**src/verilog/ooo_pipe_cfg.svh**
```systemverilog
`ifndef OOO_PIPE_CFG_SVH
`define OOO_PIPE_CFG_SVH

// width of pc and address values
`define XLEN 32

// architectural register index, 32 registers
`define REG_IDX_W 5

// reorder buffer entries
`define ROB_DEPTH 8

// count runs 0..ROB_DEPTH, so one bit wider than the index
`define ROB_CNT_W 4

`endif

```
**src/verilog/hazard_types_pkg.sv**
```systemverilog
`default_nettype none

package hazard_types_pkg;

  // functional unit that the decoded instruction is issued to
  typedef enum logic [1:0] {
    ALU_S       = 2'd0,
    MUL_S       = 2'd1,
    DIV_S       = 2'd2,
    LOADSTORE_S = 2'd3
  } fu_type_t;

  // operand source select from decode
  // the two register encodings need a scoreboard lookup, imm and pc do not
  // a loadstore op with source a on SRC_RS_ALT is a store
  typedef enum logic [1:0] {
    SRC_RS     = 2'd0,
    SRC_RS_ALT = 2'd1,
    SRC_IMM    = 2'd2,
    SRC_PC     = 2'd3
  } src_sel_t;

endpackage

`default_nettype wire

```
**src/verilog/trap_types_pkg.sv**
```systemverilog
`default_nettype none

package trap_types_pkg;

  // trap sequencer states
  //   run      normal issue
  //   drain    interrupt seen, waiting for the rob to empty
  //   redirect new pc sent to fetch, waiting for the imem hit
  typedef enum logic [1:0] {
    TRAP_RUN      = 2'd0,
    TRAP_DRAIN    = 2'd1,
    TRAP_REDIRECT = 2'd2
  } trap_state_t;

endpackage

`default_nettype wire

```
**src/verilog/reg_busy_scoreboard.sv**
```systemverilog
`include "ooo_pipe_cfg.svh"

`default_nettype none

module reg_busy_scoreboard (
  input  logic                  CLK,
  input  logic                  rst_n,
  // dispatch side sets the destination
  input  logic                  dispatch,
  input  logic [`REG_IDX_W-1:0] dispatch_rd,
  input  logic                  dispatch_wen,
  // completion side clears it again
  input  logic                  complete,
  input  logic [`REG_IDX_W-1:0] complete_rd,
  input  logic                  flush_all,
  // decode lookups
  input  logic [`REG_IDX_W-1:0] rs1,
  input  logic [`REG_IDX_W-1:0] rs2,
  input  logic [`REG_IDX_W-1:0] rd,
  output logic                  rs1_busy,
  output logic                  rs2_busy,
  output logic                  rd_busy
);

  localparam int NUM_REGS = 1 << `REG_IDX_W;

  // one pending-write bit per architectural register
  logic [NUM_REGS-1:0] busy;

  always_ff @(posedge CLK or negedge rst_n) begin
    if (!rst_n) begin
      busy <= '0;
    end else if (flush_all) begin
      // squashed instructions never complete, drop all pending writes
      busy <= '0;
    end else begin
      if (complete) begin
        busy[complete_rd] <= 1'b0;
      end
      // later assignment wins, so a same-cycle dispatch keeps the bit set
      if (dispatch && dispatch_wen && (dispatch_rd != '0)) begin
        busy[dispatch_rd] <= 1'b1;
      end
    end
  end

  // x0 is hardwired, its bit is never set
  assign rs1_busy = busy[rs1];
  assign rs2_busy = busy[rs2];
  assign rd_busy  = busy[rd];

endmodule

`default_nettype wire

```
**src/verilog/rob_occupancy_counter.sv**
```systemverilog
`include "ooo_pipe_cfg.svh"

`default_nettype none

module rob_occupancy_counter (
  input  logic CLK,
  input  logic rst_n,
  input  logic dispatch,
  input  logic commit,
  input  logic flush_all,
  output logic rob_full,
  output logic rob_empty
);

  localparam logic [`ROB_CNT_W-1:0] FULL_CNT = `ROB_CNT_W'(`ROB_DEPTH);

  // instructions between dispatch and commit
  logic [`ROB_CNT_W-1:0] count;

  always_ff @(posedge CLK or negedge rst_n) begin
    if (!rst_n) begin
      count <= '0;
    end else if (flush_all) begin
      count <= '0;
    end else begin
      case ({dispatch, commit})
        2'b10: begin
          // guarded so the count cannot pass the rob size
          if (!rob_full) count <= count + 1'b1;
        end
        2'b01: begin
          if (!rob_empty) count <= count - 1'b1;
        end
        // both or neither, the occupancy stays the same
        default: count <= count;
      endcase
    end
  end

  assign rob_full  = (count == FULL_CNT);
  assign rob_empty = (count == '0);

endmodule

`default_nettype wire

```
**src/verilog/trap_sequencer.sv**
```systemverilog
`default_nettype none

module trap_sequencer (
  input  logic CLK,
  input  logic rst_n,
  input  logic intr_pending,
  input  logic rob_empty,
  input  logic redirect,
  input  logic ihit,
  output logic intr_taken,
  output logic update_pc_wait_ihit
);

  trap_types_pkg::trap_state_t state;
  trap_types_pkg::trap_state_t state_next;

  always_ff @(posedge CLK or negedge rst_n) begin
    if (!rst_n) begin
      state <= trap_types_pkg::TRAP_RUN;
    end else begin
      state <= state_next;
    end
  end

  always_comb begin
    state_next = state;
    case (state)
      trap_types_pkg::TRAP_RUN: begin
        // an interrupt takes priority, its own redirect follows the drain
        if (intr_pending) begin
          state_next = trap_types_pkg::TRAP_DRAIN;
        end else if (redirect && !ihit) begin
          state_next = trap_types_pkg::TRAP_REDIRECT;
        end
      end
      trap_types_pkg::TRAP_DRAIN: begin
        if (rob_empty) begin
          // interrupt accepted this cycle, fetch restarts at the handler
          state_next = trap_types_pkg::TRAP_REDIRECT;
        end else if (!intr_pending) begin
          // request withdrawn before the rob drained
          state_next = trap_types_pkg::TRAP_RUN;
        end
      end
      trap_types_pkg::TRAP_REDIRECT: begin
        if (ihit) state_next = trap_types_pkg::TRAP_RUN;
      end
      default: state_next = trap_types_pkg::TRAP_RUN;
    endcase
  end

  // single-cycle pulse, the drain state is left on the same edge
  assign intr_taken = (state == trap_types_pkg::TRAP_DRAIN) && rob_empty;

  // hold the pipe until the redirected fetch returns
  assign update_pc_wait_ihit = (state == trap_types_pkg::TRAP_REDIRECT) && !ihit;

endmodule

`default_nettype wire

```
**src/verilog/ooo_hazard_unit.sv**
```systemverilog
`include "ooo_pipe_cfg.svh"

`default_nettype none

module ooo_hazard_unit (
  input  logic                         ihit,
  input  logic                         i_mem_busy,
  // decode stage
  input  logic                         decode_valid,
  input  hazard_types_pkg::fu_type_t   fu_type,
  input  hazard_types_pkg::src_sel_t   source_a_sel,
  input  hazard_types_pkg::src_sel_t   source_b_sel,
  input  logic [`REG_IDX_W-1:0]        rd,
  input  logic                         wen,
  input  logic                         csr,
  // functional unit state
  input  logic                         busy_du,
  input  logic                         busy_ls,
  input  logic                         wb_port_conflict,
  input  logic                         mispredict,
  input  logic                         cb_flush,
  // exceptions reported at commit
  input  logic                         fault_insn,
  input  logic                         mal_insn,
  input  logic                         illegal_insn,
  input  logic                         fault_l,
  input  logic                         mal_l,
  input  logic                         fault_s,
  input  logic                         mal_s,
  input  logic                         breakpoint,
  input  logic                         env_m,
  input  logic                         ret,
  // privilege block
  input  logic                         prv_intr,
  input  logic                         prv_insert_pc,
  input  logic [`XLEN-1:0]             prv_priv_pc,
  input  logic [`XLEN-1:0]             pc_ex,
  input  logic [`XLEN-1:0]             pc_fe,
  input  logic [`XLEN-1:0]             cb_epc,
  input  logic [`XLEN-1:0]             badaddr_d,
  // from scoreboard, rob counter and trap sequencer
  input  logic                         rs1_busy,
  input  logic                         rs2_busy,
  input  logic                         rd_busy,
  input  logic                         rob_full,
  input  logic                         rob_empty,
  input  logic                         intr_taken,
  input  logic                         update_pc_wait_ihit,
  output logic                         pc_en,
  output logic                         stall_fetch_decode,
  output logic                         fetch_decode_flush,
  output logic                         decode_execute_flush,
  output logic                         execute_commit_flush,
  output logic                         npc_sel,
  output logic                         insert_priv_pc,
  output logic [`XLEN-1:0]             priv_pc,
  output logic [`XLEN-1:0]             epc,
  output logic [`XLEN-1:0]             badaddr,
  output logic                         pipe_clear,
  output logic                         wb_enable,
  output logic                         dispatch,
  output logic [`REG_IDX_W-1:0]        dispatch_rd,
  output logic                         dispatch_wen,
  output logic                         flush_all,
  output logic                         intr_pending,
  output logic                         redirect
);

  logic rs1_read, rs2_read;
  logic data_hazard, structural_hazard;
  logic store;
  logic commit_exception, exception_from_cb;
  logic intr_active;

  // imm and pc operands never touch the register file
  assign rs1_read = (source_a_sel == hazard_types_pkg::SRC_RS) ||
                    (source_a_sel == hazard_types_pkg::SRC_RS_ALT);
  assign rs2_read = (source_b_sel == hazard_types_pkg::SRC_RS) ||
                    (source_b_sel == hazard_types_pkg::SRC_RS_ALT);

  // raw on read operands, waw on the destination
  assign data_hazard = (rs1_busy && rs1_read) || (rs2_busy && rs2_read) || (rd_busy && wen);

  assign structural_hazard = ((fu_type == hazard_types_pkg::DIV_S) && busy_du) ||
                             ((fu_type == hazard_types_pkg::LOADSTORE_S) && busy_ls) ||
                             wb_port_conflict;

  // stores go out in order, only with nothing older in flight
  assign store = (fu_type == hazard_types_pkg::LOADSTORE_S) &&
                 (source_a_sel == hazard_types_pkg::SRC_RS_ALT);

  assign commit_exception = fault_insn | mal_insn | illegal_insn | fault_l | mal_l |
                            fault_s | mal_s | breakpoint | env_m;
  assign exception_from_cb = mal_insn | illegal_insn | mal_l | mal_s;

  // exception at commit beats a pending interrupt
  assign intr_pending = prv_intr && !commit_exception;
  assign intr_active  = intr_pending || intr_taken;

  assign stall_fetch_decode = intr_pending | csr | rob_full | update_pc_wait_ihit |
                              data_hazard | structural_hazard | (store && !rob_empty);
  assign pc_en = !(stall_fetch_decode || i_mem_busy);

  // dispatch into the rob and scoreboard
  assign dispatch     = decode_valid && !stall_fetch_decode;
  assign dispatch_rd  = rd;
  assign dispatch_wen = wen;
  assign flush_all    = cb_flush;

  // redirects
  assign npc_sel        = mispredict;
  assign insert_priv_pc = prv_insert_pc;
  assign priv_pc        = prv_priv_pc;
  assign redirect       = npc_sel | csr | prv_insert_pc;

  assign fetch_decode_flush   = npc_sel | prv_insert_pc | csr | cb_flush;
  // the decode latch only takes a bubble once fetch has returned
  assign decode_execute_flush = (npc_sel | prv_insert_pc | cb_flush) & ihit;
  assign execute_commit_flush = csr | cb_flush;

  // ecall and ebreak report the execute pc, completion buffer faults their own pc
  assign epc = (breakpoint || env_m) ? pc_ex :
               exception_from_cb     ? cb_epc :
                                       pc_fe;
  // instruction side faults report the fetch address, data side the memory address
  assign badaddr = (mal_insn || fault_insn) ? cb_epc : badaddr_d;

  assign pipe_clear = intr_active ? rob_empty : (cb_flush | breakpoint | env_m | ret);
  assign wb_enable  = !stall_fetch_decode && !npc_sel;

endmodule

`default_nettype wire

```
**src/verilog/ooo_pipe_control.sv**
```systemverilog
`include "ooo_pipe_cfg.svh"

`default_nettype none

module ooo_pipe_control (
  input  logic                       CLK,
  input  logic                       rst_n,
  input  logic                       ihit,
  input  logic                       i_mem_busy,
  input  logic                       decode_valid,
  input  hazard_types_pkg::fu_type_t fu_type,
  input  hazard_types_pkg::src_sel_t source_a_sel,
  input  hazard_types_pkg::src_sel_t source_b_sel,
  input  logic [`REG_IDX_W-1:0]      rs1,
  input  logic [`REG_IDX_W-1:0]      rs2,
  input  logic [`REG_IDX_W-1:0]      rd,
  input  logic                       wen,
  input  logic                       csr,
  input  logic                       busy_du,
  input  logic                       busy_ls,
  input  logic                       wb_port_conflict,
  input  logic                       mispredict,
  input  logic                       cb_flush,
  input  logic                       complete,
  input  logic [`REG_IDX_W-1:0]      complete_rd,
  input  logic                       commit,
  input  logic                       fault_insn,
  input  logic                       mal_insn,
  input  logic                       illegal_insn,
  input  logic                       fault_l,
  input  logic                       mal_l,
  input  logic                       fault_s,
  input  logic                       mal_s,
  input  logic                       breakpoint,
  input  logic                       env_m,
  input  logic                       ret,
  input  logic                       prv_intr,
  input  logic                       prv_insert_pc,
  input  logic [`XLEN-1:0]           prv_priv_pc,
  input  logic [`XLEN-1:0]           pc_ex,
  input  logic [`XLEN-1:0]           pc_fe,
  input  logic [`XLEN-1:0]           cb_epc,
  input  logic [`XLEN-1:0]           badaddr_d,
  output logic                       pc_en,
  output logic                       stall_fetch_decode,
  output logic                       fetch_decode_flush,
  output logic                       decode_execute_flush,
  output logic                       execute_commit_flush,
  output logic                       npc_sel,
  output logic                       insert_priv_pc,
  output logic [`XLEN-1:0]           priv_pc,
  output logic [`XLEN-1:0]           epc,
  output logic [`XLEN-1:0]           badaddr,
  output logic                       pipe_clear,
  output logic                       wb_enable,
  output logic                       rob_full,
  output logic                       rob_empty,
  output logic                       intr_taken
);

  // hazard unit to the state blocks
  logic                  dispatch;
  logic [`REG_IDX_W-1:0] dispatch_rd;
  logic                  dispatch_wen;
  logic                  flush_all;
  logic                  intr_pending;
  logic                  redirect;
  // state blocks back to the hazard unit
  logic                  rs1_busy, rs2_busy, rd_busy;
  logic                  update_pc_wait_ihit;

  ooo_hazard_unit i_hazard (
    .ihit, .i_mem_busy, .decode_valid, .fu_type, .source_a_sel, .source_b_sel,
    .rd, .wen, .csr, .busy_du, .busy_ls, .wb_port_conflict, .mispredict, .cb_flush,
    .fault_insn, .mal_insn, .illegal_insn, .fault_l, .mal_l, .fault_s, .mal_s,
    .breakpoint, .env_m, .ret,
    .prv_intr, .prv_insert_pc, .prv_priv_pc, .pc_ex, .pc_fe, .cb_epc, .badaddr_d,
    .rs1_busy, .rs2_busy, .rd_busy, .rob_full, .rob_empty,
    .intr_taken, .update_pc_wait_ihit,
    .pc_en, .stall_fetch_decode,
    .fetch_decode_flush, .decode_execute_flush, .execute_commit_flush,
    .npc_sel, .insert_priv_pc, .priv_pc, .epc, .badaddr, .pipe_clear, .wb_enable,
    .dispatch, .dispatch_rd, .dispatch_wen, .flush_all, .intr_pending, .redirect
  );

  reg_busy_scoreboard i_scoreboard (
    .CLK, .rst_n,
    .dispatch, .dispatch_rd, .dispatch_wen,
    .complete, .complete_rd, .flush_all,
    .rs1, .rs2, .rd,
    .rs1_busy, .rs2_busy, .rd_busy
  );

  rob_occupancy_counter i_rob_count (
    .CLK, .rst_n, .dispatch, .commit, .flush_all, .rob_full, .rob_empty
  );

  trap_sequencer i_trap_seq (
    .CLK, .rst_n, .intr_pending, .rob_empty, .redirect, .ihit,
    .intr_taken, .update_pc_wait_ihit
  );

endmodule

`default_nettype wire

```
**config.mk**
```make
export PLATFORM = sky130hd
export DESIGN_NAME = ooo_pipe_control
export DESIGN_NICKNAME = d
export VERILOG_FILES = /design/src/verilog/hazard_types_pkg.sv /design/src/verilog/trap_types_pkg.sv /design/src/verilog/reg_busy_scoreboard.sv /design/src/verilog/rob_occupancy_counter.sv /design/src/verilog/trap_sequencer.sv /design/src/verilog/ooo_hazard_unit.sv /design/src/verilog/ooo_pipe_control.sv
export VERILOG_INCLUDE_DIRS = /design/src /design/src/verilog
export SDC_FILE = /design/constraint.sdc
export NUM_CORES = 1
export LEC_CHECK = 0
export BUFFER_PORTS_ARGS = -buffer_cell sky130_fd_sc_hd__buf_2
export CAP_MARGIN = 25
export CORE_AREA = 2 2 125 127
export CTS_CLUSTER_SIZE = 12
export DETAILED_ROUTE_END_ITERATION = 8
export DIE_AREA = 0 0 127 129
export GPL_TIMING_DRIVEN = 0
export HOLD_SLACK_MARGIN = 0.05
export PLACE_DENSITY = 0.61
export SYNTH_ARGS = -nofsm -noshare
export SYNTH_HDL_FRONTEND = slang
export SYNTH_HIERARCHICAL = 1
export SYNTH_SLANG_ARGS = --single-unit
export TNS_END_PERCENT = 5
```
**constraint.sdc**
```tcl
create_clock -name CLK -period 9.15 [get_ports CLK]
set_clock_uncertainty 0.2 [all_clocks]
set_input_delay 0.915 -clock CLK [delete_from_list [all_inputs] [get_ports CLK]]
set_output_delay 0.915 -clock CLK [all_outputs]
set_load 0.01 [all_outputs]
```
-- Yosys cells after proc, flatten, opt, wreduce, memory -nomap -nowiden
Cells that the tools add are included.
- output and inout port bits: 108
- bits in registers: 38
- ROM bits: 0
- RAM bits: 0
- bits of input ports: 212
- memories: 0
- latch bits: 0
- muxes and demuxes: 28
- reduce and logical (&&, ||, !) cells: 41
- equal/unequal tests: 14
- bitwise operators: 31
- $lt $le $gt $ge: 6
- shift-type cells: 0
- divide/modulo/power cells: 0
- add/subtract/negate cells: 2
- multiply operators: 0
- operators by type and width (operator ; count):
    2-to-1 mux 32 bit ; 7
    bitwise AND 32 bit ; 1
    NOT 32 bit ; 1
    bitwise OR 32 bit ; 1
    bitwise OR 1 bit ; 27
    < comparator 5 x 6 -> 1 bit, second input constant ; 4
    logical AND 1 bit ; 17
    binary-select mux 1 bit (select 5 bit) ; 3
    2-to-1 mux 4 bit ; 3
    demux 1 bit (select 5 bit) ; 2
    greater-or-equal comparator 5 x 1 -> 1 bit, second input constant ; 2
    logical OR 1 bit ; 10
    2-to-1 mux 2 bit ; 5
    inequality test 3 bit, second input constant ; 3
    == test 2 x 1 -> 1 bit, second input constant ; 4
    == test 2 bit, second input constant ; 4
    case mux 4 bit (2 select lines) ; 1
    zero test 1 bit ; 6
    zero test 2 bit ; 3
    2-to-1 mux 1 bit ; 6
    case mux 2 bit (3 select lines) ; 1
    AND reduction 3 bit ; 2
    nonzero test 5 bit ; 1
    adder 4 x 1 -> 4 bit, second input constant ; 1
    other kinds (7) ; 7

-- Logic depth before layout (Yosys ltp)
Gate-level depths: netlist of the first run.
- word-level depth: 22
- gate-level depth with buffers: 17

-- Cells and area by module
The synthesis of the first run kept the hierarchy.
- modules (own cells, without submodules) (module ; area each (um2) ; seq. area each (um2) ; times used ; cells each):
    reg_busy_scoreboard ; 2462.4 ; 800.8 ; 1 ; 286
    ooo_hazard_unit ; 1561.5 ; 0.0 ; 1 ; 212
    rob_occupancy_counter ; 360.3 ; 100.1 ; 1 ; 38
    trap_sequencer ; 90.1 ; 50.0 ; 1 ; 9

-- Least setup slack after synthesis of the first run
No wires, ideal clock.
- path type: in2reg
- start point: input port rd[1]
- end point: register i_rob_count.count[3]
- slack: 5047 ps
- library setup time: 104 ps
- arrival time: 3799 ps
- stages: 17
- data required time: 8846 ps
- path through: buf_6 > buf_12 > mux2i_1 > a22oi_1 > nand3_1 > nand2_1 > a311o_1 > nand2_1 > o2111ai_1 > nor4b_1 > nand2b_4 > inv_4 > ha_1 > nor3b_1 > nand2_1 > a2111o_1 > o311ai_1
- word-level cells in the longest chain between the ends: 12
- RTL lines (element ; RTL line ; text):
    start: declaration ; ooo_pipe_control.sv:16 ; input logic [`REG_IDX_W-1:0] rd,
    binary-select mux 1 bit (select 5 bit) (*) ; reg_busy_scoreboard.sv:50 ; assign rd_busy = busy[rd];
    2-to-1 mux 1 bit (not written as such) (*) ; reg_busy_scoreboard.sv:50 ;
    named net rd_busy ; ooo_pipe_control.sv:69 ; logic rs1_busy, rs2_busy, rd_busy;
    logical AND 1 bit (*) ; ooo_hazard_unit.sv:82 ; assign data_hazard = (rs1_busy && rs1_read) || (rs2_busy && rs2_read) || (rd_busy && wen);
    logical OR 1 bit (*) ; ooo_hazard_unit.sv:82 ;
    bitwise OR 1 bit (*) ; ooo_hazard_unit.sv:100 ; assign stall_fetch_decode = intr_pending | csr | rob_full | update_pc_wait_ihit |
    bitwise OR 1 bit (*) (2 in series) ; ooo_hazard_unit.sv:101 ; data_hazard | structural_hazard | (store && !rob_empty);
    zero test 1 bit (*) ; ooo_hazard_unit.sv:105 ; assign dispatch = decode_valid && !stall_fetch_decode;
    logical AND 1 bit (*) ; ooo_hazard_unit.sv:105 ;
    named net dispatch ; ooo_pipe_control.sv:62 ; logic dispatch;
    == test 2 bit / == test 2 x 1 -> 1 bit (equally long branches) ; rob_occupancy_counter.sv:26 ; case ({dispatch, commit})
    inequality test 3 bit (no line) (tied with other cells) ; - ;
    AND reduction 3 bit (no line) / 2-to-1 mux 4 bit (equally long branches) ; - ;
    end signal: assignment ; rob_occupancy_counter.sv:29 ; if (!rob_full) count <= count + 1'b1;
    end signal: assignment ; rob_occupancy_counter.sv:32 ; if (!rob_empty) count <= count - 1'b1;
    end signal: assignment ; rob_occupancy_counter.sv:35 ; default: count <= count;
    end: declaration ; rob_occupancy_counter.sv:18 ; logic [`ROB_CNT_W-1:0] count;
Mark *: on every way through the listed nets, which the timed path passes. The rest lies on a longest branch. The select of a mux whose other input is x is not followed.
A chain may end at the register's enable or synchronous reset.

-- Worst setup path after layout of the first run
Same ends and word-level chain as after synthesis.

==> results.json, run 1 <==
{
  "grt_use_total": 0.248,
  "fin_crit_ns": 4.17,
  "drc": 0,
  "drv_cap": 0,
  "hold_viol": 0,
  "critPathMaxFanout": 10,
  "numCtsBuffers": 5,
  "synth_edf_count": 0,
  "required_ns": 9.11,
  "dp_cells": 1016,
  "grt_pass1_wl_um": 30100,
  "ys_warn_count": 6,
  "portBuffers": 283,
  "critPathLaunchType": "input pin",
  "hold_buffers": 0,
  "synthFlopType": "dfrtp_1",
  "initial_core_util": 0.299,
  "routed_wl_um": 21600,
  "grt_overflow": 0,
  "syn_nets": 759,
  "ant_nets": 0,
  "die_area_um2": 16400,
  "leakage_nw": 2.98,
  "fin_ws_ns": 4.98,
  "critPathKind": "input pin to flip-flop",
  "via_count": 5376,
  "met2_length_um": 9910,
  "fp.dieH_um": 129,
  "status": "complete, no violations",
  "drv_slew": 0,
  "max_freq_mhz": 240,
  "ir_worst_vdd_v": 0.0000642,
  "post_cts_resized": 0,
  "fin_crit_sh": 0.456,
  "placeableCoreArea_um2": 15000,
  "post-dp-hpwl_um": 18700,
  "slowest_delay_ns": 0.41,
  "route.met3.wl_um": 2410,
  "critPathSlowestCell": "nor4b_1",
  "dr.pass1.iters": 5,
  "power_density_nw_per_um2": 102,
  "cts_setup_buffers": 0,
  "setup_viol": 0,
  "synth.most_common_cell": "mux2i_1",
  "cts-root-buf": "clkbuf_16",
  "async_flop_share": 1.00,
  "layout-drive-gt1-share": 0.480,
  "syn_area_um2": 4470,
  "num_rows": 45,
  "first_iter_violations": 326,
  "die_w_um": 127,
  "cts_max_path_buffers": 2,
  "synth.top_cell.area_share": 0.213,
  "netlist_top_cells_count": "mux2i_1, a21oi_1, nand2_1, nor2_1, buf_4",
  "first_global_vias": 4991,
  "wl_per_cell_um": 21.1,
  "yosysTopAreaCell": "dfrtp_1",
  "pre_cts_slack_ns": 4.26,
  "fin_tns_setup_ns": 0,
  "cts_max_level": 2,
  "highest_layer": "met5",
  "syn_avg_cell_area_um2": 8.21,
  "antenna_found_initial": 5,
  "worstPathCellList": "buf_6 > buf_12 > mux2i_1 > a22oi_1 > nand3_1 > nand2_1 > a311o_1 > nand2_1 > o2111ai_1 > nor4b_1 > clkbuf_2 > nand2b_4 > inv_4 > ha_1 > nor3b_1 > nand2_1 > a2111o_1 > o311ai_1",
  "worstMarginPinSlew_ns": 0.861,
  "rsz0062_at_grt": "false",
  "final_cells": 1025,
  "hold_class": "flip-flop to flip-flop",
  "clk_latency_ns": 0.28,
  "cts_tree": "yes",
  "synth.area.top_cells": "dfrtp_1, mux2i_1, a21oi_1",
  "end_kind": "flip-flop",
  "place.gp.congestion": 1.03,
  "fillers": 1598,
  "grt_max_degree": 39,
  "m1WireLength_um": 8900,
  "syn2layout_area_growth_pct": 40.1,
  "io_pins": 320,
  "cp.arrival_ns": 4.14,
  "synthCells": 545,
  "cts.clk_slew.worst_paths_ns": 0.06,
  "clkSinkCount": 38,
  "seq_area_frac_synth": 0.213,
  "path_common_cell": "nand2_1",
  "fin_nets": 1050,
  "vias_per_cell": 5.24,
  "ys_seq_elements": 38,
  "synth_cell_types": 59,
  "relSlewSlack": 0.426
}
==> layout make-up <==
| class | instances | area, um2 | area share |
|---|---|---|---|
| antenna | 1 | 2.50 | 0.000399 |
| tap | 188 | 235 | 0.0375 |
| clock inverter | 2 | 10.0 | 0.00160 |
| clock buffer | 5 | 125 | 0.0200 |
| sequential | 38 | 951 | 0.152 |
| inverter | 7 | 28.8 | 0.00459 |
| timing repair buffer | 284 | 1420 | 0.227 |
| multi-input combinational | 432 | 2980 | 0.476 |
| buffer | 68 | 512 | 0.0816 |
==> per-stage QoR <==
stage               hold slack (ns)  total power (W)  instance area, um2  utilization
floorplan                     0.264         0.000351                4470            -
global placement              0.289         0.000481                6130        0.409
detailed placement            0.302         0.000481                6130        0.409
CTS                           0.312         0.000646                6260        0.418
global route                  0.333         0.000678                6270        0.419
finish                        0.308         0.000642                6270        0.419
==> state kept, by name (all words and copies together) (netlist names) <==
signal and flops:
i_rob_count/count 4, i_scoreboard/busy 32, i_trap_seq/state 2
==> kinds of logic after synthesis <==
family	after synthesis	synth area share
compound gates	140	0.177
xor+xnor	3	0.00587
fa+ha+maj	3	0.00811
buf+inv	75	0.121
flops	38	0.213
mux	114	0.264
simple gates	172	0.211
==> placed cells by master (no fill, tap or decap), types with 2 or more instances in the layout <==
| cell type | synthesis | routed |
|---|---|---|
| buf_2 | 6 | 289 |
| mux2i_1 | 81 | 81 |
| a21oi_1 | 78 | 78 |
| nand2_1 | 53 | 53 |
| nor2_1 | 46 | 46 |
| buf_4 | 41 | 41 |
| dfrtp_1 | 38 | 38 |
| mux2_2 | 33 | 33 |
| o21ai_0 | 33 | 33 |
| a22oi_1 | 12 | 12 |
| clkbuf_1 | 10 | 10 |
| nand3_1 | 10 | 10 |
| nand2b_1 | 8 | 8 |
| nor3b_1 | 7 | 7 |
| buf_6 | 6 | 6 |
| inv_1 | 6 | 6 |
| clkbuf_16 | 0 | 5 |
| nand3b_1 | 5 | 5 |
| or3b_2 | 4 | 4 |
| or3_1 | 4 | 4 |
| nor4_1 | 3 | 3 |
| and3b_1 | 3 | 3 |
| nor2b_1 | 3 | 3 |
| buf_12 | 3 | 3 |
| and2b_1 | 3 | 3 |
| and2_1 | 3 | 3 |
| a211oi_1 | 3 | 3 |
| nand4b_1 | 3 | 3 |
| a311o_1 | 3 | 3 |
| clkinv_2 | 0 | 2 |
| nor4_4 | 2 | 2 |
| a31oi_1 | 2 | 2 |
| nor3_2 | 2 | 2 |
| or2_2 | 2 | 2 |
| xnor2_1 | 2 | 2 |
| ha_1 | 2 | 2 |
| clkbuf_2 | 1 | 2 |
==> worst max-delay path: cells and delay by family <==
family | cells | cell delay (ns)
compound gates | 5 | 1.03
fa+ha+maj | 1 | 0.20
buf+inv | 4 | 0.56
mux | 1 | 0.22
simple gates | 7 | 1.20
==> final timing paths <==
path	start	end	slack, ns	cells past startpoint
max	rd[1]	i_rob_count/count[3]$_DFFE_PN0P_	4.98	18
min	i_trap_seq/state[0]$_DFFE_PN0P_	i_trap_seq/state[1]$_DFFE_PN0P_	0.31	1
max reg2reg	i_scoreboard/busy[19]$_DFF_PN0_	i_rob_count/count[3]$_DFFE_PN0P_	5.45	16
min reg2reg	i_trap_seq/state[0]$_DFFE_PN0P_	i_trap_seq/state[1]$_DFFE_PN0P_	0.31	1
max in group asynchronous	rst_n	i_scoreboard/busy[0]$_DFF_PN0_	7.66	1
min in group asynchronous	rst_n	i_scoreboard/busy[13]$_DFF_PN0_	0.55	1
==> metal layers <==
metal	vias to the layer above	GRT usage
met1	2546	0.331
li1	2521	-
met3	31	0.0827
met2	272	0.392
met5	-	0
met4	6	0.0537
==> power by group <==
group / total (W) / internal (W) / switching, W
clock: 0.000163 / 0.0000983 / 0.0000643
sequential: 0.000184 / 0.000175 / 0.00000922
combinational: 0.000295 / 0.000134 / 0.000161
No activity file was read; power rests on OpenSTA's default activity.
==> run 2: changes to the inputs <==
clock period = 4.1 ns   (was 9.15 ns; I/O delays follow)
==> run 2 against run 1 <==
Clock-buffer cell count unchanged. Power increased by 120%. Sequential power increased by 120%. Via count about the same. Clock power increased by 120%. Core utilization increased by 0.067 points. First-iteration DRC count increased by 29%. Global-route usage about the same. Combinational power increased by 120%. Hold slack got worse by 0.26 ns. Cell area increased by 0.16%. Critical endpoint unchanged. Largest power group unchanged.
==> results.json, run 2 (synthesis results as in run 1) <==
{
  "cp.arrival_ns": 3.66,
  "post-dp-hpwl_um": 18700,
  "total_power_w": 0.00143,
  "ir_worst_vdd_v": 0.000143,
  "critPathKind": "flip-flop to flip-flop",
  "place.gp.congestion": 1.03,
  "largest_register_ffs": 32,
  "clk_latency_ns": 0.28,
  "wl_per_cell_um": 21.2,
  "cts.clk_slew.worst_paths_ns": 0.06,
  "final_cells": 1024,
  "cts_tree": "yes",
  "drc": 0,
  "first_global_vias": 4988,
  "initial_core_util": 0.299,
  "grt_use_total": 0.248,
  "setup_viol": 0,
  "layout_common_cells": "buf_2, mux2i_1, a21oi_1",
  "end_kind": "flip-flop",
  "critPathLaunchType": "flip-flop",
  "fin_nets": 1049,
  "grt_overflow": 0,
  "cts-root-buf": "clkbuf_16",
  "io_pins": 320,
  "die_w_um": 127,
  "antenna_found_initial": 5,
  "numCtsBuffers": 5,
  "critPathMaxFanout": 6,
  "grt_pass1_wl_um": 30100,
  "drv_cap": 0,
  "dp_cells": 1016,
  "syn2layout_area_growth_pct": 40.3,
  "fin_crit_ns": 3.69,
  "hold_buffers": 0,
  "power_density_nw_per_um2": 229,
  "dr.pass1.iters": 5,
  "regMostFlops": "i_scoreboard/busy",
  "first_iter_violations": 420,
  "hold_ws_ns": 0.0502,
  "routed_wl_um": 21700,
  "largestRegisters": "i_scoreboard/busy: 32 flops, i_rob_count/count: 4 flops, i_trap_seq/state: 2 flops",
  "post-route-util": 0.419,
  "die_area_um2": 16400,
  "max_freq_mhz": 271,
  "cts_max_level": 2,
  "portBuffers": 283,
  "status": "complete, no violations",
  "vias_per_cell": 5.25,
  "hold_class": "input pin to asynchronous set/reset pin",
  "via_count": 5374,
  "clkSinkCount": 38,
  "leakage_nw": 2.98,
  "required_ns": 4.06,
  "mostFrequentLayoutCell": "buf_2",
  "layout-drive-gt1-share": 0.480,
  "rsz0062_at_grt": "false",
  "relSlewSlack": 0.420,
  "fin_tns_setup_ns": 0,
  "fin_crit_sh": 0.901,
  "placeableCoreArea_um2": 15000,
  "grt_max_degree": 39,
  "num_rows": 45,
  "cts_max_path_buffers": 2,
  "hold_viol": 0,
  "worstMarginPinSlew_ns": 0.869,
  "drv_slew": 0,
  "fp.dieH_um": 129,
  "ant_nets": 0
}
## run 2: cell types whose count changed in the layout (fill, tap and decap cells not counted), sizes merged
| cell | delta |
|---|---|
| clkbuf | -1 |
## run 2: worst max-delay path: stages (launching register included)
cell and delay [ns]:
dfrtp_1 0.41, mux2i_1 0.17, a22oi_1 0.12, nand4b_1 0.11
a21oi_1 0.06, a311o_1 0.35, nand2b_1 0.09, o2111ai_1 0.31
nor4b_4 0.52, nand2b_4 0.25, inv_4 0.04, ha_1 0.20
nor3b_1 0.29, nand2_1 0.09, a2111o_1 0.28, o311ai_1 0.08
## run 2: what timing repair did
| action | 4_1_cts | 5_1_grt |
|---|---|---|
| resized for setup | 1 | 1 |
| endpoints found under the hold margin | 0 | 0 |
| gates cloned | 0 | 0 |
| buffers inserted | 0 | 0 |
| endpoints found under the setup margin | 1 | 1 |
## run 2: layout make-up
| type | instances | area (um2) |
|---|---|---|
| sequential | 38 | 951 |
| clock inverter | 2 | 10.0 |
| timing repair buffer | 283 | 1420 |
| buffer | 68 | 512 |
| antenna | 1 | 2.50 |
| fill | 1597 | 8700 |
| tap | 188 | 235 |
| clock buffer | 5 | 125 |
| multi-input combinational | 432 | 3000 |
| inverter | 7 | 28.8 |
## run 2: worst paths after layout
check	startpoint	to	slack, ns	cells past startpoint
hold / removal	rst_n	i_scoreboard/busy[13]$_DFF_PN0_	0.05	1
setup / recovery	i_scoreboard/busy[17]$_DFF_PN0_	i_rob_count/count[3]$_DFFE_PN0P_	0.41	15
min in group CLK	ihit	i_trap_seq/state[1]$_DFFE_PN0P_	0.18	2
setup reg to reg	i_scoreboard/busy[17]$_DFF_PN0_	i_rob_count/count[3]$_DFFE_PN0P_	0.41	15
hold reg to reg	i_trap_seq/state[0]$_DFFE_PN0P_	i_trap_seq/state[1]$_DFFE_PN0P_	0.31	1
max in group asynchronous	rst_n	i_rob_count/count[3]$_DFFE_PN0P_	3.11	1
## run 2: per-stage QoR
step                      cell area, um2  setup WS [ns]
after floorplan                     4470          0.502
after global placement              6130         -0.260
after detailed placement            6130         -0.287
after CTS                           6270          0.293
after global routing                6280          0.111
final                               6280          0.408
## run 2: where the power goes
part | internal [W] | switching, W | total, W
logic | 0.000300 | 0.000362 | 0.000662
registers | 0.000390 | 0.0000206 | 0.000410
clock network | 0.000219 | 0.000143 | 0.000363
## run 2: routing by layer
layer  vias to the layer above  share of wire  global-route usage
met2                       277           0.46               0.392
met5                         -         0.0014                   0
met4                         6          0.017              0.0537
met3                        26           0.11              0.0827
li1                       2520              -                   -
met1                      2545           0.41               0.332
==> run 3: changes to the inputs <==
CORE_AREA = 2 2 123 125   (was 2 2 125 127)
DIE_AREA = 0 0 125 127   (was 0 0 127 129)
SYNTH_HIERARCHICAL = not set   (was 1)
==> run 3 against run 2 <==
Worst setup slack better by 0.011 ns. Non-clock buffer count down 4. Sequential power about the same. Hold slack worse by 0.0043 ns. Cell count down 4.6%. Clock power down 1%. Largest cell class unchanged.
==> results.json, run 3 <==
{
  "drv_slew": 0,
  "critPathMaxFanout": 9,
  "synth-compound-area-share": 0.172,
  "cts.clk_slew.worst_paths_ns": 0.06,
  "place.gp.congestion": 0.940,
  "largest_register_ffs": 32,
  "fp.dieH_um": 127,
  "ant_nets": 0,
  "clk_latency_ns": 0.28,
  "cts-root-buf": "clkbuf_16",
  "routed_wl_um": 19800,
  "placeableCoreArea_um2": 14400,
  "place_area_um2": 5910,
  "die_w_um": 125,
  "dr.pass1.iters": 4,
  "hold_viol": 0,
  "antenna_found_initial": 2,
  "ys_seq_elements": 38,
  "critPathLaunchType": "input pin",
  "required_ns": 4.11,
  "vias_per_cell": 5.21,
  "netlist_top_cells_count": "nand2_1, mux2i_1, dfrtp_1, buf_4, o21ai_0",
  "post-dp-hpwl_um": 16800,
  "final_area_um2": 6050,
  "synthFlopType": "dfrtp_1",
  "grt_use_total": 0.232,
  "synth_top_family_by_area": "multiplexers",
  "fin_crit_sh": 0.898,
  "clkSinkCount": 38,
  "drc": 0,
  "drv_cap": 0,
  "numCtsBuffers": 5,
  "first_global_vias": 4826,
  "relSlewSlack": 0.423,
  "cts_max_level": 2,
  "ys_warn_count": 0,
  "regMostFlops": "i_scoreboard.busy",
  "syn_area_um2": 4280,
  "hold_ws_ns": 0.0460,
  "route.met3.wl_um": 1220,
  "post-route-util": 0.420,
  "setup_viol": 0,
  "io_pins": 320,
  "hold_buffers": 0,
  "fin_nets": 1005,
  "m1WireLength_um": 7790,
  "grt_overflow": 0,
  "total_power_w": 0.00139,
  "cts_tree": "yes",
  "die_area_um2": 15900,
  "synthAdderAreaFrac": 0.00585,
  "layout-drive-gt1-share": 0.484,
  "synth_cell_types": 58,
  "fin_crit_ns": 3.68,
  "cp.arrival_ns": 3.69,
  "synth.top_cell.area_share": 0.222,
  "met2_length_um": 10100,
  "synth.mux.area_fraction": 0.303,
  "highest_layer": "met4",
  "rsz0062_at_grt": "false",
  "synthXorXnorAreaFrac": 0.00615,
  "async_flop_share": 1.00,
  "layout_common_cells": "buf_2, nand2_1, mux2i_1",
  "syn_nets": 717,
  "end_kind": "flip-flop",
  "status": "complete, no violations",
  "hold_class": "input pin to asynchronous set/reset pin",
  "leakage_nw": 2.85,
  "cts_max_path_buffers": 2,
  "seq_area_frac_synth": 0.222,
  "synth_edf_count": 0,
  "via_count": 5088,
  "yosys.area_share.simple": 0.195,
  "synthCells": 503,
  "portBuffers": 280,
  "synth.most_common_cell": "nand2_1",
  "worstMarginPinSlew_ns": 0.866,
  "mostFrequentLayoutCell": "buf_2",
  "yosysTopAreaCell": "dfrtp_1",
  "largestRegisters": "i_scoreboard.busy: 32 flops, i_rob_count.count: 4 flops, i_trap_seq.state: 2 flops",
  "grt_max_degree": 39,
  "first_iter_violations": 210,
  "cts_setup_buffers": 0,
  "post_cts_resized": 0,
  "syn_avg_cell_area_um2": 8.50,
  "synth.area.top_cells": "dfrtp_1, mux2i_1, mux4_2",
  "ir_worst_vdd_v": 0.000148,
  "power_density_nw_per_um2": 229,
  "grt_pass1_wl_um": 28200,
  "fin_tns_setup_ns": 0,
  "num_rows": 44,
  "max_freq_mhz": 272,
  "syn2layout_area_growth_pct": 41.6,
  "critPathKind": "input pin to flip-flop",
  "wl_per_cell_um": 20.3,
  "initial_core_util": 0.296
}
-- run 3: cell types whose count changed after synthesis, sizes merged, moves of 12 or more --
cell,delta
o21ai,+35
nor2,-21
buf,-13
a22oi,-12
nand2,+15
a21oi,-44
mux4,+14
mux2i,-26
-- run 3: kinds of logic (layout without fill, tap and decap cells) --
kind of cell / count (synthesis) / in the layout
and+or+nand+nor: 157 / 157
AOI/OAI and AO/OA: 127 / 127
muxes: 107 / 107
buffers and inverters: 69 / 357
DFF: 38 / 38
xor gates and xnor gates: 3 / 3
adders and majority gates: 2 / 2
other: 0 / 2
-- run 3: final cells by class --
class                   instances  area, um2
plain buffers                  66        395
flip-flops and latches         38        951
diodes                          2       5.00
well taps                     184        230
inverters                       3       11.3
clock inverters                 2       10.0
clock buffers                   5        125
multi-input cells             396       2920
fillers                      1547       8370
repair buffers                281       1410
-- run 3: per-layer routing --
layer  global-route usage  vias to the layer above
met5                    0                        -
met4               0.0902                        0
met3               0.0352                       24
met2                0.410                      227
met1                0.284                     2442
li1                     -                     2395
-- run 3: worst max-delay path, stage by stage --
cell and delay (ns):
buf_2 0.24, mux4_2 0.54, mux2i_1 0.30, a221oi_1 0.15, a211oi_2 0.37, nand4_2 0.20, and2_1 0.20, clkbuf_1 0.15
ha_1 0.37, or3b_2 0.45, a211o_1 0.24, nand4_1 0.07
-- run 3: stage by stage --
stage          setup slack, ns  std cells
3_5_place_dp             0.169        968
6_report                 0.419        977
4_1_cts                  0.446        975
2_1_floorplan            0.608        503
5_1_grt                  0.312        977
3_3_place_gp             0.201        967
-- run 3: path summary, 6_finish.rpt --
kind,to,slack (ns),start,cells past startpoint
worst max-delay path,i_rob_count.count[2]$_DFFE_PN0P_,0.42,rs2[1],12
worst min-delay path,i_scoreboard.busy[14]$_DFF_PN0_,0.05,rst_n,1
worst min register to register,i_trap_seq.state[0]$_DFFE_PN0P_,0.31,i_trap_seq.state[1]$_DFFE_PN0P_,1
min in group CLK,i_trap_seq.state[1]$_DFFE_PN0P_,0.24,ihit,4
max in group asynchronous,i_trap_seq.state[0]$_DFFE_PN0P_,3.11,rst_n,1
worst max register to register,i_rob_count.count[2]$_DFFE_PN0P_,0.43,i_scoreboard.busy[15]$_DFF_PN0_,11
-- run 3: report_power, final --
group / leakage (nW) / switching, W / internal [W]
combinational: 2.26 / 0.000343 / 0.000276
clock: 0.0694 / 0.000139 / 0.000219
sequential: 0.527 / 0.0000178 / 0.000392
total: 2.85 / 0.000500 / 0.000887
